File: src/logic/dma_defs.svh
/*
 * DRAM DMA engine: widths, APB register map and row strides
 */
`ifndef DMA_DEFS_SVH
`define DMA_DEFS_SVH

// word address and counter widths
`define DMA_AW 21
`define DMA_LW 8

// APB byte offsets, one 32-bit word per register
`define DMA_OFS_SADDR 8'h00
`define DMA_OFS_DADDR 8'h04
`define DMA_OFS_LEN   8'h08
`define DMA_OFS_NUM   8'h0C
`define DMA_OFS_CTRL  8'h10
`define DMA_OFS_STAT  8'h14

// row strides in words for aligned addressing
`define DMA_STRIDE_WIDE   256
`define DMA_STRIDE_NARROW 512

`endif

File: src/logic/dma_pkg.sv
/*
 * DRAM DMA engine types: transfer mode and the CTRL register layout
 */
`default_nettype none

package dma_pkg;

	// copy moves words, blit merges source over destination
	typedef enum logic
	{
		DMA_COPY = 1'b0,
		DMA_BLIT = 1'b1
	} dma_mode_e;

	// CTRL[3:0], mode sits in bit 0
	typedef struct packed
	{
		logic      wide;       // bytes and 256-word rows when set
		logic      dst_align;
		logic      src_align;
		dma_mode_e mode;
	} dma_ctrl_t;

endpackage

`default_nettype wire

File: src/logic/dma_addr_if.sv
/*
 * Link between the transfer sequencer and one address generator
 */
`timescale 1ns/1ps
`default_nettype none

`include "dma_defs.svh"

interface dma_addr_if;

	logic               launch;     // load start address, one cycle
	logic               step;       // advance one word
	logic               burst_end;  // qualifies step
	logic               align;
	logic               wide;
	logic [`DMA_AW-1:0] addr;

	modport seq
	(
		output launch, step, burst_end, align, wide,
		input  addr
	);

	modport gen
	(
		input  launch, step, burst_end, align, wide,
		output addr
	);

endinterface

`default_nettype wire

File: src/logic/dma_addr_gen.sv
/*
 * DMA address generator: linear word counter, or row-aligned
 * counter that jumps to row start plus stride at each burst end
 */
`timescale 1ns/1ps
`default_nettype none

`include "dma_defs.svh"

module dma_addr_gen (
	input  wire                clk,
	input  wire                rst_n,
	input  wire [`DMA_AW-1:0]  start_addr,
	dma_addr_if.gen            ai
);

	localparam logic [`DMA_AW-1:0] STRIDE_WIDE   = `DMA_STRIDE_WIDE;
	localparam logic [`DMA_AW-1:0] STRIDE_NARROW = `DMA_STRIDE_NARROW;

	logic [`DMA_AW-1:0] addr_q;
	logic [`DMA_AW-1:0] row_start;  // first word of the current row

	wire [`DMA_AW-1:0] stride   = ai.wide ? STRIDE_WIDE : STRIDE_NARROW;
	wire [`DMA_AW-1:0] row_next = row_start + stride;
	wire               new_row  = ai.align && ai.burst_end;

	always_ff @(posedge clk)
	begin
		if (!rst_n)
		begin
			addr_q    <= '0;
			row_start <= '0;
		end
		else if (ai.launch)
		begin
			addr_q    <= start_addr;
			row_start <= start_addr;
		end
		else if (ai.step)
		begin
			if (new_row)
			begin
				// rectangle moves on to its next row
				addr_q    <= row_next;
				row_start <= row_next;
			end
			else
				addr_q <= addr_q + 1'b1;  // wraps at DMA_AW bits
		end
	end

	assign ai.addr = addr_q;

endmodule

`default_nettype wire

File: src/logic/dma_regs.sv
/*
 * APB register block of the DMA engine: addresses, burst sizes,
 * control and status, launch pulse on an idle CTRL write
 */
`timescale 1ns/1ps
`default_nettype none

`include "dma_defs.svh"

module dma_regs
	import dma_pkg::*;
(
	input  wire                clk,
	input  wire                rst_n,
	input  wire                psel,
	input  wire                penable,
	input  wire                pwrite,
	input  wire [7:0]          paddr,
	input  wire [31:0]         pwdata,
	output logic [31:0]        prdata,
	output wire                pready,
	output wire                pslverr,
	input  wire                busy,
	output logic [`DMA_AW-1:0] saddr,
	output logic [`DMA_AW-1:0] daddr,
	output logic [`DMA_LW-1:0] len,
	output logic [`DMA_LW-1:0] num,
	output dma_ctrl_t          ctrl,
	output wire                start
);

	logic mapped;
	wire  access   = psel && penable;
	wire  is_stat  = paddr == `DMA_OFS_STAT;
	wire  wr_err   = !mapped || is_stat || busy;  // STAT is read only
	wire  wr_ok    = access && pwrite && !wr_err;

	assign pready  = 1'b1;  // no wait states
	assign pslverr = access && (pwrite ? wr_err : !mapped);

	// idle CTRL write kicks off a transfer
	assign start = wr_ok && (paddr == `DMA_OFS_CTRL);

	// read mux, also decodes the map
	always_comb
	begin
		mapped = 1'b1;
		prdata = '0;
		case (paddr)
			`DMA_OFS_SADDR: prdata[`DMA_AW-1:0] = saddr;
			`DMA_OFS_DADDR: prdata[`DMA_AW-1:0] = daddr;
			`DMA_OFS_LEN:   prdata[`DMA_LW-1:0] = len;
			`DMA_OFS_NUM:   prdata[`DMA_LW-1:0] = num;
			`DMA_OFS_CTRL:  prdata[$bits(dma_ctrl_t)-1:0] = ctrl;
			`DMA_OFS_STAT:  prdata[0] = busy;
			default:        mapped = 1'b0;
		endcase
	end

	always_ff @(posedge clk)
	begin
		if (!rst_n)
		begin
			saddr <= '0;
			daddr <= '0;
			len   <= '0;
			num   <= '0;
			ctrl  <= '0;
		end
		else if (wr_ok)
		begin
			case (paddr)
				`DMA_OFS_SADDR: saddr <= pwdata[`DMA_AW-1:0];
				`DMA_OFS_DADDR: daddr <= pwdata[`DMA_AW-1:0];
				`DMA_OFS_LEN:   len   <= pwdata[`DMA_LW-1:0];
				`DMA_OFS_NUM:   num   <= pwdata[`DMA_LW-1:0];
				`DMA_OFS_CTRL:  ctrl  <= dma_ctrl_t'(pwdata[$bits(dma_ctrl_t)-1:0]);
				default:        ;  // STAT never reaches here
			endcase
		end
	end

endmodule

`default_nettype wire

File: src/logic/dma_top.sv
/*
 * DRAM DMA engine top: APB registers, source and destination
 * address generators, transfer sequencer and end-of-transfer irq
 */
`timescale 1ns/1ps
`default_nettype none

`include "dma_defs.svh"

module dma_top
	import dma_pkg::*;
(
	input  wire                clk,
	input  wire                rst_n,
	// APB
	input  wire                psel,
	input  wire                penable,
	input  wire                pwrite,
	input  wire [7:0]          paddr,
	input  wire [31:0]         pwdata,
	output wire [31:0]         prdata,
	output wire                pready,
	output wire                pslverr,
	// DRAM request port
	output wire                mem_req,
	output wire                mem_rnw,
	output wire [`DMA_AW-1:0]  mem_addr,
	output wire [15:0]         mem_wdata,
	input  wire [15:0]         mem_rdata,
	input  wire                mem_next,
	output wire                busy,
	output logic               irq
);

	wire [`DMA_AW-1:0] saddr;
	wire [`DMA_AW-1:0] daddr;
	wire [`DMA_LW-1:0] len;
	wire [`DMA_LW-1:0] num;
	dma_ctrl_t         ctrl;
	wire               start;
	wire               done;
	logic              done_q;  // high in the cycle busy has fallen

	dma_addr_if src_if ();
	dma_addr_if dst_if ();

	dma_regs u_regs (
		.clk     (clk),
		.rst_n   (rst_n),
		.psel    (psel),
		.penable (penable),
		.pwrite  (pwrite),
		.paddr   (paddr),
		.pwdata  (pwdata),
		.prdata  (prdata),
		.pready  (pready),
		.pslverr (pslverr),
		.busy    (busy),
		.saddr   (saddr),
		.daddr   (daddr),
		.len     (len),
		.num     (num),
		.ctrl    (ctrl),
		.start   (start)
	);

	dma_addr_gen u_src_gen (
		.clk        (clk),
		.rst_n      (rst_n),
		.start_addr (saddr),
		.ai         (src_if.gen)
	);

	dma_addr_gen u_dst_gen (
		.clk        (clk),
		.rst_n      (rst_n),
		.start_addr (daddr),
		.ai         (dst_if.gen)
	);

	dma_xfer_seq u_seq (
		.clk       (clk),
		.rst_n     (rst_n),
		.start     (start),
		.ctrl      (ctrl),
		.len       (len),
		.num       (num),
		.busy      (busy),
		.done      (done),
		.src       (src_if.seq),
		.dst       (dst_if.seq),
		.mem_req   (mem_req),
		.mem_rnw   (mem_rnw),
		.mem_addr  (mem_addr),
		.mem_wdata (mem_wdata),
		.mem_rdata (mem_rdata),
		.mem_next  (mem_next)
	);

	// irq one cycle after busy drops
	always_ff @(posedge clk)
	begin
		if (!rst_n)
		begin
			done_q <= 1'b0;
			irq    <= 1'b0;
		end
		else
		begin
			done_q <= done;
			irq    <= done_q;
		end
	end

endmodule

`default_nettype wire

File: src/logic/dma_xfer_seq.sv
/*
 * DMA transfer sequencer: phase FSM over the DRAM port, burst
 * counters, data register and the blit merge of source over destination
 */
`timescale 1ns/1ps
`default_nettype none

`include "dma_defs.svh"

module dma_xfer_seq
	import dma_pkg::*;
(
	input  wire                clk,
	input  wire                rst_n,
	input  wire                start,
	input  wire dma_ctrl_t     ctrl,
	input  wire [`DMA_LW-1:0]  len,
	input  wire [`DMA_LW-1:0]  num,
	output wire                busy,
	output wire                done,
	dma_addr_if.seq            src,
	dma_addr_if.seq            dst,
	output wire                mem_req,
	output wire                mem_rnw,
	output wire [`DMA_AW-1:0]  mem_addr,
	output wire [15:0]         mem_wdata,
	input  wire [15:0]         mem_rdata,
	input  wire                mem_next
);

	typedef enum logic [1:0]
	{
		ST_IDLE,
		ST_RD_SRC,
		ST_RD_DST,   // blit only
		ST_WR_DST
	} state_e;

	state_e             state;
	logic [`DMA_LW-1:0] b_ctr;  // words left in burst, minus one
	logic [`DMA_LW-1:0] n_ctr;  // bursts left, minus one
	logic [15:0]        data;

	wire burst_last = b_ctr == '0;
	wire xfer_last  = burst_last && (n_ctr == '0);
	wire rd_src_end = (state == ST_RD_SRC) && mem_next;
	wire rd_dst_end = (state == ST_RD_DST) && mem_next;
	wire wr_end     = (state == ST_WR_DST) && mem_next;

	// nonzero source units win, zero ones show the destination
	function automatic logic [15:0] blit_merge(
		input logic [15:0] s,
		input logic [15:0] d,
		input logic        wide
	);
		logic [15:0] m;
		m = d;
		if (wide)
		begin
			for (int i = 0; i < 2; i++)
				if (|s[i*8 +: 8])
					m[i*8 +: 8] = s[i*8 +: 8];
		end
		else
		begin
			for (int i = 0; i < 4; i++)
				if (|s[i*4 +: 4])
					m[i*4 +: 4] = s[i*4 +: 4];
		end
		return m;
	endfunction

	always_ff @(posedge clk)
	begin
		if (!rst_n)
		begin
			state <= ST_IDLE;
			b_ctr <= '0;
			n_ctr <= '0;
		end
		else
		begin
			case (state)
				ST_IDLE:
					if (start)
					begin
						state <= ST_RD_SRC;
						b_ctr <= len;
						n_ctr <= num;
					end
				ST_RD_SRC:
					if (mem_next)
						state <= (ctrl.mode == DMA_BLIT) ? ST_RD_DST : ST_WR_DST;
				ST_RD_DST:
					if (mem_next)
						state <= ST_WR_DST;
				ST_WR_DST:
					if (mem_next)
					begin
						state <= xfer_last ? ST_IDLE : ST_RD_SRC;
						if (burst_last)
						begin
							b_ctr <= len;             // reload for next burst
							n_ctr <= n_ctr - 1'b1;
						end
						else
							b_ctr <= b_ctr - 1'b1;
					end
				default:
					state <= ST_IDLE;
			endcase
		end
	end

	// word in flight
	always_ff @(posedge clk)
	begin
		if (rd_src_end)
			data <= mem_rdata;
		else if (rd_dst_end)
			data <= blit_merge(data, mem_rdata, ctrl.wide);
	end

	assign busy = state != ST_IDLE;
	assign done = wr_end && xfer_last;  // final write completes

	assign mem_req   = busy;
	assign mem_rnw   = state != ST_WR_DST;
	assign mem_addr  = (state == ST_RD_SRC) ? src.addr : dst.addr;
	assign mem_wdata = data;

	assign src.launch    = start;
	assign src.step      = rd_src_end;  // source moves after its read
	assign src.burst_end = burst_last;
	assign src.align     = ctrl.src_align;
	assign src.wide      = ctrl.wide;

	assign dst.launch    = start;
	assign dst.step      = wr_end;      // destination after its write
	assign dst.burst_end = burst_last;
	assign dst.align     = ctrl.dst_align;
	assign dst.wide      = ctrl.wide;

endmodule

`default_nettype wire

File: config.mk
export PLATFORM = sky130hd
export DESIGN_NAME = dma_top
export DESIGN_NICKNAME = d
export VERILOG_FILES = /design/src/logic/dma_pkg.sv /design/src/logic/dma_addr_if.sv /design/src/logic/dma_addr_gen.sv /design/src/logic/dma_regs.sv /design/src/logic/dma_top.sv /design/src/logic/dma_xfer_seq.sv
export VERILOG_INCLUDE_DIRS = /design/src /design/src/logic
export SDC_FILE = /design/constraint.sdc
export NUM_CORES = 1
export LEC_CHECK = 0
export BUFFER_PORTS_ARGS = -buffer_cell sky130_fd_sc_hd__buf_2
export CAP_MARGIN = 25
export CORE_AREA = 5 5 241 149
export CTS_BUF_LIST = sky130_fd_sc_hd__clkbuf_8
export DETAILED_ROUTE_END_ITERATION = 7
export DIE_AREA = 0 0 246 154
export GPL_ROUTABILITY_DRIVEN = 0
export GPL_TIMING_DRIVEN = 0
export PLACE_DENSITY = 0.44
export SYNTH_ARGS = -nofsm -noshare
export SYNTH_HDL_FRONTEND = slang
export SYNTH_SLANG_ARGS = --single-unit
File: constraint.sdc
create_clock -name clk -period 2.9 [get_ports clk]
set_input_delay 0 -clock clk [delete_from_list [all_inputs] [get_ports clk]]
set_output_delay 0 -clock clk [all_outputs]
set_load 0.05 [all_outputs]
==> metrics.md, run 1 <==
| Metric | Value |
|---|---|
| Result of the run | `finished clean` |
| Power Total | `~5200 uW` |
| Area Growth Syn to Fin | `20.1%` |
| DR iter-0 viols | `1,002` |
| Reg2reg path depth | `8` |
| # setup viols final | `0` |
| Largest family of logic cells by synthesized area | `simple AND/OR/NAND/NOR gates` |
| Number of synthesized flops with an enable pin | `16` |
| Main flop type after synthesis | `dfxtp_1` |
| Die H | `154 um` |
| Synth Cell Area | `0.00989 mm2` |
| Fillers | `about 3,700` |
| Final Hold Fails | `0` |
| Core Rows | `52` |
| Worst setup path startpoint | `u_seq.state[0]` |
| Slew Viols, Final | `0` |
| Placed Cells | `1,852` |
| Unrepaired setup endpoints after global routing | `false` |
| Required time worst endpoint | `~3.3 ns` |
| Fin crit period | `2.70 ns` |
| Worst-Skew Late Latency | `roughly 0.50 ns` |
| Largest net degree at the start of global routing | `17` |
| Multi-input gate area | `0.00560 mm2` |
| Net count, final | `roughly 1,500` |
| Mux cell area share after synthesis | `about 4.4%` |
| Hold Slack | `0.106 ns` |
| Worst Setup End Kind | `flip-flop` |
| Die Span X | `approximately 250 um` |
| DRT Pass-1 Iters | `5` |
| Drt drc | `0` |
| Worst VDD drop | `between 0.2 and 0.25 mV` |
| Flops & latches, synth | `roughly 180` |
| CTS Sinks | `182` |
| Synth Area in Simple Gates | `a little under a quarter` |
| Synthesis Warnings | `0` |
| TritonCTS Buffers | `17` |
| Xor and xnor area share after synthesis | `4.16%` |
| Vias/cell | `approximately 5.3` |
| Adder-cell share of the synthesized area | `1.92%` |
| Mapped Cells | `roughly 1,300` |
| Die ar. | `roughly 0.038 mm2` |
| Worst EP arrival | `~3 ns` |
| All-layer global routing usage | `approximately 21%` |
| Core area | `approximately 0.033 mm2` |
| Cell variety after synth | `71` |
| Clock buffer depth | `2` |
| RR Startpoint | `u_seq.state[0]` |
| Synth Area in Compound Gates | `21.9%` |
| HPWL Detailed | `~32 mm` |
| Ys async rst share | `0%` |
| Num ports | `~140` |
| WS Path Type | `flip-flop to flip-flop` |
| R2R Path End | `u_src_gen.row_start[19]` |
| Mean Syn Cell Area | `approximately 7.8 um2` |
| Ant. Diodes | `0` |
| Worst rel slew slack | `34.0%` |
| Htree depth | `4` |
| Post-Route WL | `41.7 mm` |
| First-pass GRT wire length | `between 60 and 70 mm` |
| Max FO, Critical Path | `10` |
| Final Skew | `0.0213 ns` |
| Vias in the first global route | `about 9,400` |
| Drt wl/cell | `~22 um` |
| PD cells | `434 mW/mm2` |
| Final ANT Viol Nets | `0` |
| Grt ovf | `0` |
| Initial Util | `between 20% and 30%` |
| Leakage | `around 0.0042 uW` |
| Register Area | `0.00380 mm2` |
| Startpoint Class | `flip-flop` |
| Post-synthesis sequential area ratio | `approximately 38%` |
| Initial antenna violation count | `0` |
| Via count | `10,200` |
| Critical Path Sink | `u_src_gen.row_start[19]` |
| R2R Setup Slk | `between 0.15 and 0.2 ns` |
| Max cap viols | `0` |
| Fin cells | `around 1,900` |
| CTS clk-pin slew, worst paths | `roughly 0.1 ns` |
| Final worst path period share | `93.2%` |
| Slew @ Worst Pin | `around 0.99 ns` |
| CTS tree | `built` |
| Number of I/O port buffers | `about 110` |
| Share of layout cells above drive strength 1 | `16.3%` |
| Fmax | `between 300 and 400 MHz` |
| HP Class | `input pin to flip-flop` |
| Root Driver | `clkbuf_8` |
[Yosys cell counts, drive strengths merged (20+ instances only)]
cell	n	area [um2]
o21ai	79	399
a31oi	20	125
nor2	62	235
xor2	20	175
xnor2	27	236
buf	45	260
nor3	25	151
nand3	64	325
nand2	247	927
a21oi	166	831
dfxtp	166	3320
mux2	24	270
clkbuf	59	221
[worst max-delay path: stages (launching register included)]
cell and delay [ns]:
dfxtp_1 0.36, inv_1 0.09, ha_1 0.38, and4_1 0.23, buf_2 0.22, nand3_1 0.35, clkbuf_1 0.44, o21ai_0 0.39
a21oi_1 0.08
[power breakdown]
| group | switching, uW | leakage (uW) | internal, uW | total [uW] |
|---|---|---|---|---|
| sequential | 36.8 | 0.00148 | 2580 | 2620 |
| clock | 1050 | 0.000191 | 710 | 1760 |
| combinational | 544 | 0.00249 | 226 | 770 |
[layer usage]
metal | up-vias | track usage, % | wire length, um
met3 | 21 | 7.63 | 3940
li1 | 4878 | - | -
met5 | - | 0 | 0
met1 | 4911 | 34.5 | 21900
met4 | 0 | 3.05 | 240
met2 | 377 | 27.2 | 15600
[logic make-up (layout without fill, tap and decap cells)]
kind of cell             after synthesis  in the layout
AND/OR/NAND/NOR                      498            498
flip-flops                           182            182
XOR/XNOR                              47             47
adder cells (fa/ha/maj)               14             14
multiplexers                          40             40
AO/OA/AOI/OAI                        366            366
buffers and inverters                123            307
other                                  2             12
[state kept, by name, indices dropped and copies added, names as in the netlist]
signal	flops
done_q	1
u_dst_gen.ai.addr	21
u_dst_gen.row_start	21
u_regs.num	8
u_regs.daddr	21
u_regs.ctrl	4
u_regs.len	8
u_src_gen.ai.addr	21
u_regs.saddr	21
u_seq.mem_wdata	16
u_seq.n_ctr	8
u_seq.b_ctr	8
irq	1
u_src_gen.row_start	21
u_seq.state	2
[final cells by class]
class / instances / share of cell area, %
Buffer: 104 / 4.09
Timing Repair Buffer: 152 / 8.08
Clock inverter: 14 / 1.05
Multi-Input combinational cell: 977 / 47.2
Inverter: 19 / 0.601
Clock buffer: 18 / 2.09
Tap cell: 459 / 4.84
Sequential cell: 182 / 32.1
[cell usage in the layout, fill, tap and decap left out, types with 24 or more instances in the layout]
cell type,Yosys,routed
nand3_1,63,63
mux2_2,24,24
a21oi_1,166,166
nor2_1,61,60
dlygate4sd3_1,0,38
nand2_1,247,247
o21ai_0,70,61
xnor2_1,27,27
dfxtp_1,166,165
buf_2,28,139
clkbuf_1,59,56
[how the worst min path moves through the flow]
stage,start,endpoint,slack (ns),cells past startpoint
2_1_floorplan,mem_rdata[0],u_seq.mem_wdata[0],0.1,0
3_3_place_gp,mem_rdata[6],u_seq.mem_wdata[6],0.18,1
3_5_place_dp,mem_rdata[9],u_seq.mem_wdata[9],0.18,1
4_1_cts,paddr[2],u_regs.saddr[20],0.09,6
5_1_grt,paddr[2],u_regs.saddr[20],0.09,6
6_report,paddr[2],u_regs.saddr[20],0.11,6
[through the flow]
stage | cell area, um2 | util (%) | TNS [ns] | setup WS (ns)
floorplan | 9920 | - | 0 | 0.705
global placement | 11100 | 33.2 | -3.55 | -0.286
detailed placement | 11100 | 33.2 | -3.17 | -0.267
CTS | 11800 | 35.5 | -2.19 | -0.245
global route | 11900 | 35.6 | 0 | 0.0323
finish | 11900 | 35.6 | 0 | 0.196
[repair_timing]
item | CTS | global route
endpoints found under the setup margin | 29 | 52
endpoints found under the hold margin | 78 | 0
setup buffers | 0 | 1
hold buffers | 38 | 0
gates resized for setup | 8 | 16
pin swaps | 0 | 1
Power figures use the tool's default switching activity.
==> run 2, diff against run 1 <==
--- a/config.mk
+++ b/config.mk
@@ -8,13 +8,15 @@
 export LEC_CHECK = 0
 export BUFFER_PORTS_ARGS = -buffer_cell sky130_fd_sc_hd__buf_2
 export CAP_MARGIN = 25
+export CELL_PAD_IN_SITES_DETAIL_PLACEMENT = 2
+export CELL_PAD_IN_SITES_GLOBAL_PLACEMENT = 2
 export CORE_AREA = 5 5 241 149
 export CTS_BUF_LIST = sky130_fd_sc_hd__clkbuf_8
 export DETAILED_ROUTE_END_ITERATION = 7
 export DIE_AREA = 0 0 246 154
-export GPL_ROUTABILITY_DRIVEN = 0
 export GPL_TIMING_DRIVEN = 0
-export PLACE_DENSITY = 0.44
+export PLACE_DENSITY = 0.69
+export SLEW_MARGIN = 10
 export SYNTH_ARGS = -nofsm -noshare
 export SYNTH_HDL_FRONTEND = slang
 export SYNTH_SLANG_ARGS = --single-unit
==> metrics.md, run 2 (same netlist as run 1, synthesis figures left out) <==
| Metric | Value |
|---|---|
| Result of the run | `finished clean (unchanged)` |
| Number of I/O port buffers | `111 (unchanged)` |
| Initial Util | `29.7% (unchanged)` |
| Clock power frac | `36.1% (was 34.2%)` |
| CTS clk-pin slew, worst paths | `0.11 ns (was 0.10 ns)` |
| HPWL Detailed | `36.1 mm (was 31.8 mm)` |
| Worst Setup End Kind | `flip-flop (unchanged)` |
| Slew Viols, Final | `0 (unchanged)` |
| Num ports | `137 (unchanged)` |
| Fin cells | `1,924 (was 1,925)` |
| Leakage | `0.00418 uW (was 0.00416 uW)` |
| CTS Sinks | `182 (unchanged)` |
| Startpoint Class | `flip-flop (unchanged)` |
| Vias in the first global route | `10,700 (was 9,437)` |
| Hold Slack | `0.0848 ns (was 0.106 ns)` |
| RD Place Congestion | `0.853` |
| Die Span X | `246 um (unchanged)` |
| Root Driver | `clkbuf_8 (unchanged)` |
| Max cap viols | `0 (unchanged)` |
| Ant. Diodes | `0 (unchanged)` |
| DR top layer | `met5 (was met4)` |
| Slew @ Worst Pin | `1.00 ns (was 0.991 ns)` |
| Placed Cells | `1,852 (unchanged)` |
| Net count, final | `1,528 (was 1,529)` |
| Switching power | `1800 uW (was 1640 uW)` |
| Combinational share of power | `14.9% (about the same)` |
| Required time worst endpoint | `3.27 ns (was 3.25 ns)` |
| Core area | `0.0333 mm2 (unchanged)` |
| Clock buffer depth | `2 (unchanged)` |
| Final Skew | `0.0181 ns (was 0.0213 ns)` |
| First-pass GRT wire length | `70.0 mm (was 61.7 mm)` |
| Largest net degree at the start of global routing | `20 (was 17)` |
| DR iter-0 viols | `703 (was 1,002)` |
| Vias/cell | `5.45 (was 5.29)` |
| Final ANT Viol Nets | `0 (unchanged)` |
| Htree depth | `4 (unchanged)` |
| Post-Route WL | `47.2 mm (was 41.7 mm)` |
| Worst VDD drop | `0.280 mV (was 0.222 mV)` |
| # setup viols final | `0 (unchanged)` |
| CTS tree | `built (unchanged)` |
| Fmax | `346 MHz (was 370 MHz)` |
| Internal | `3550 uW (was 3520 uW)` |
| Drt drc | `0 (unchanged)` |
| Most common cell after layout, fill and taps aside | `nand2_1 (unchanged)` |
| Share of power burned in registers | `49.0% (was 50.8%)` |
| Multi-input gate area | `0.00562 mm2 (was 0.00560 mm2)` |
| Met3 wire length | `3.04 mm (was 3.94 mm)` |
| WS Path Type | `flip-flop to flip-flop (unchanged)` |
| Max FO, Critical Path | `9 (was 10)` |
| WL met2 | `19.1 mm (was 15.6 mm)` |
| Core Rows | `52 (unchanged)` |
| Worst EP arrival | `3.26 ns (was 3.06 ns)` |
| Area Growth Syn to Fin | `20.6% (was 20.1%)` |
| Via count | `10,500 (was 10,200)` |
| PD cells | `449 mW/mm2 (was 434 mW/mm2)` |
| HP Class | `input pin to flip-flop (unchanged)` |
| Fillers | `3,913 (was 3,653)` |
| Register Area | `0.00380 mm2 (unchanged)` |
| DRT Pass-1 Iters | `5 (unchanged)` |
| Initial antenna violation count | `1 (was 0)` |
| Met1 WL | `24.5 mm (was 21.9 mm)` |
| Power Total | `5350 uW (was 5150 uW)` |
| Grt ovf | `0 (unchanged)` |
| Drt wl/cell | `24.5 um (was 21.7 um)` |
| TritonCTS Buffers | `17 (unchanged)` |
| Switch share | `33.7% (was 31.7%)` |
| Unrepaired setup endpoints after global routing | `false (unchanged)` |
| All-layer global routing usage | `24.3% (was 21.5%)` |
| Worst rel slew slack | `33.0% (was 34.0%)` |
| Final Hold Fails | `0 (unchanged)` |
| Worst-Skew Late Latency | `0.52 ns (was 0.50 ns)` |
| Share of layout cells above drive strength 1 | `16.5% (was 16.3%)` |
| Die H | `154 um (unchanged)` |
| Fin crit period | `2.89 ns (was 2.70 ns)` |
| Final worst path period share | `99.7% (was 93.2%)` |
| Die ar. | `0.0379 mm2 (unchanged)` |
| Commonest non-fill, non-tap cells in the layout | `nand2_1, a21oi_1, dfxtp_1, buf_2, nand3_1 (unchanged)` |
## run 2: cell count changes in the layout (fill, tap and decap cells not counted), sizes merged
| cell | previous run | this run |
|---|---|---|
| inv | 23 | 28 |
| clkbuf | 79 | 77 |
| clkinvlp | 2 | 0 |
| clkinv | 7 | 5 |
## run 2: power groups by stage
stage          clock, uW  combinational, uW  sequential, uW
2_1_floorplan          0                398            2750
3_3_place_gp           0                730            2670
3_5_place_dp           0                745            2680
4_1_cts             1970                791            2620
5_1_grt             2050                842            2630
6_report            1930                795            2620
## run 2: per-layer routing
| metal | global-route usage (%) | vias up |
|---|---|---|
| met4 | 3.50 | 2 |
| li1 | - | 4874 |
| met3 | 5.66 | 31 |
| met1 | 38.1 | 5318 |
| met5 | 1.79 | - |
| met2 | 33.9 | 253 |
## run 2: worst max-delay path, stage by stage (launching register included)
cell,delay [ns]
dfxtp_1,0.35
inv_1,0.11
ha_1,0.43
and4_1,0.25
buf_2,0.23
nand3_1,0.53
o21ai_1,0.74
a21oi_1,0.09
## run 2: path summary, 6_finish.rpt
path / startpoint / end / slack, ns / cells past startpoint
setup / recovery: u_seq.state[1] / u_dst_gen.row_start[9] / 0.01 / 7
hold / removal: paddr[2] / u_regs.saddr[20] / 0.08 / 6
setup reg to reg: u_seq.state[1] / u_dst_gen.row_start[9] / 0.01 / 7
hold reg to reg: u_src_gen.row_start[7] / u_src_gen.row_start[7] / 0.47 / 2
## run 2: repair_timing
item,in CTS,in global routing
pin swaps,1,0
endpoints found under the hold margin,78,0
resized for setup,24,6
hold buffers,38,0
buffers inserted,2,0
setup endpoints to repair,54,27
## run 2: cell type report
cell class,count,area share [%]
Sequential cell,182,31.9
Multi-Input combinational cell,977,47.1
Inverter,19,0.598
Buffer,104,4.08
Clock buffer,17,1.96
Clock inverter,15,1.51
Tap cell,459,4.82
Timing Repair Buffer,151,7.98
## run 2: stage by stage
| stage | utilization, % | setup WS (ns) | setup TNS [ns] | area, um2 |
|---|---|---|---|---|
| after global routing | 35.8 | 0.0131 | 0 | 11900 |
| final | 35.8 | 0.00991 | 0 | 11900 |
| after floorplan | - | 0.705 | 0 | 9920 |
| after CTS | 35.7 | 0.0812 | 0 | 11900 |
| after detailed placement | 33.2 | -0.469 | -7.17 | 11100 |
| after global placement | 33.2 | -0.435 | -4.84 | 11100 |
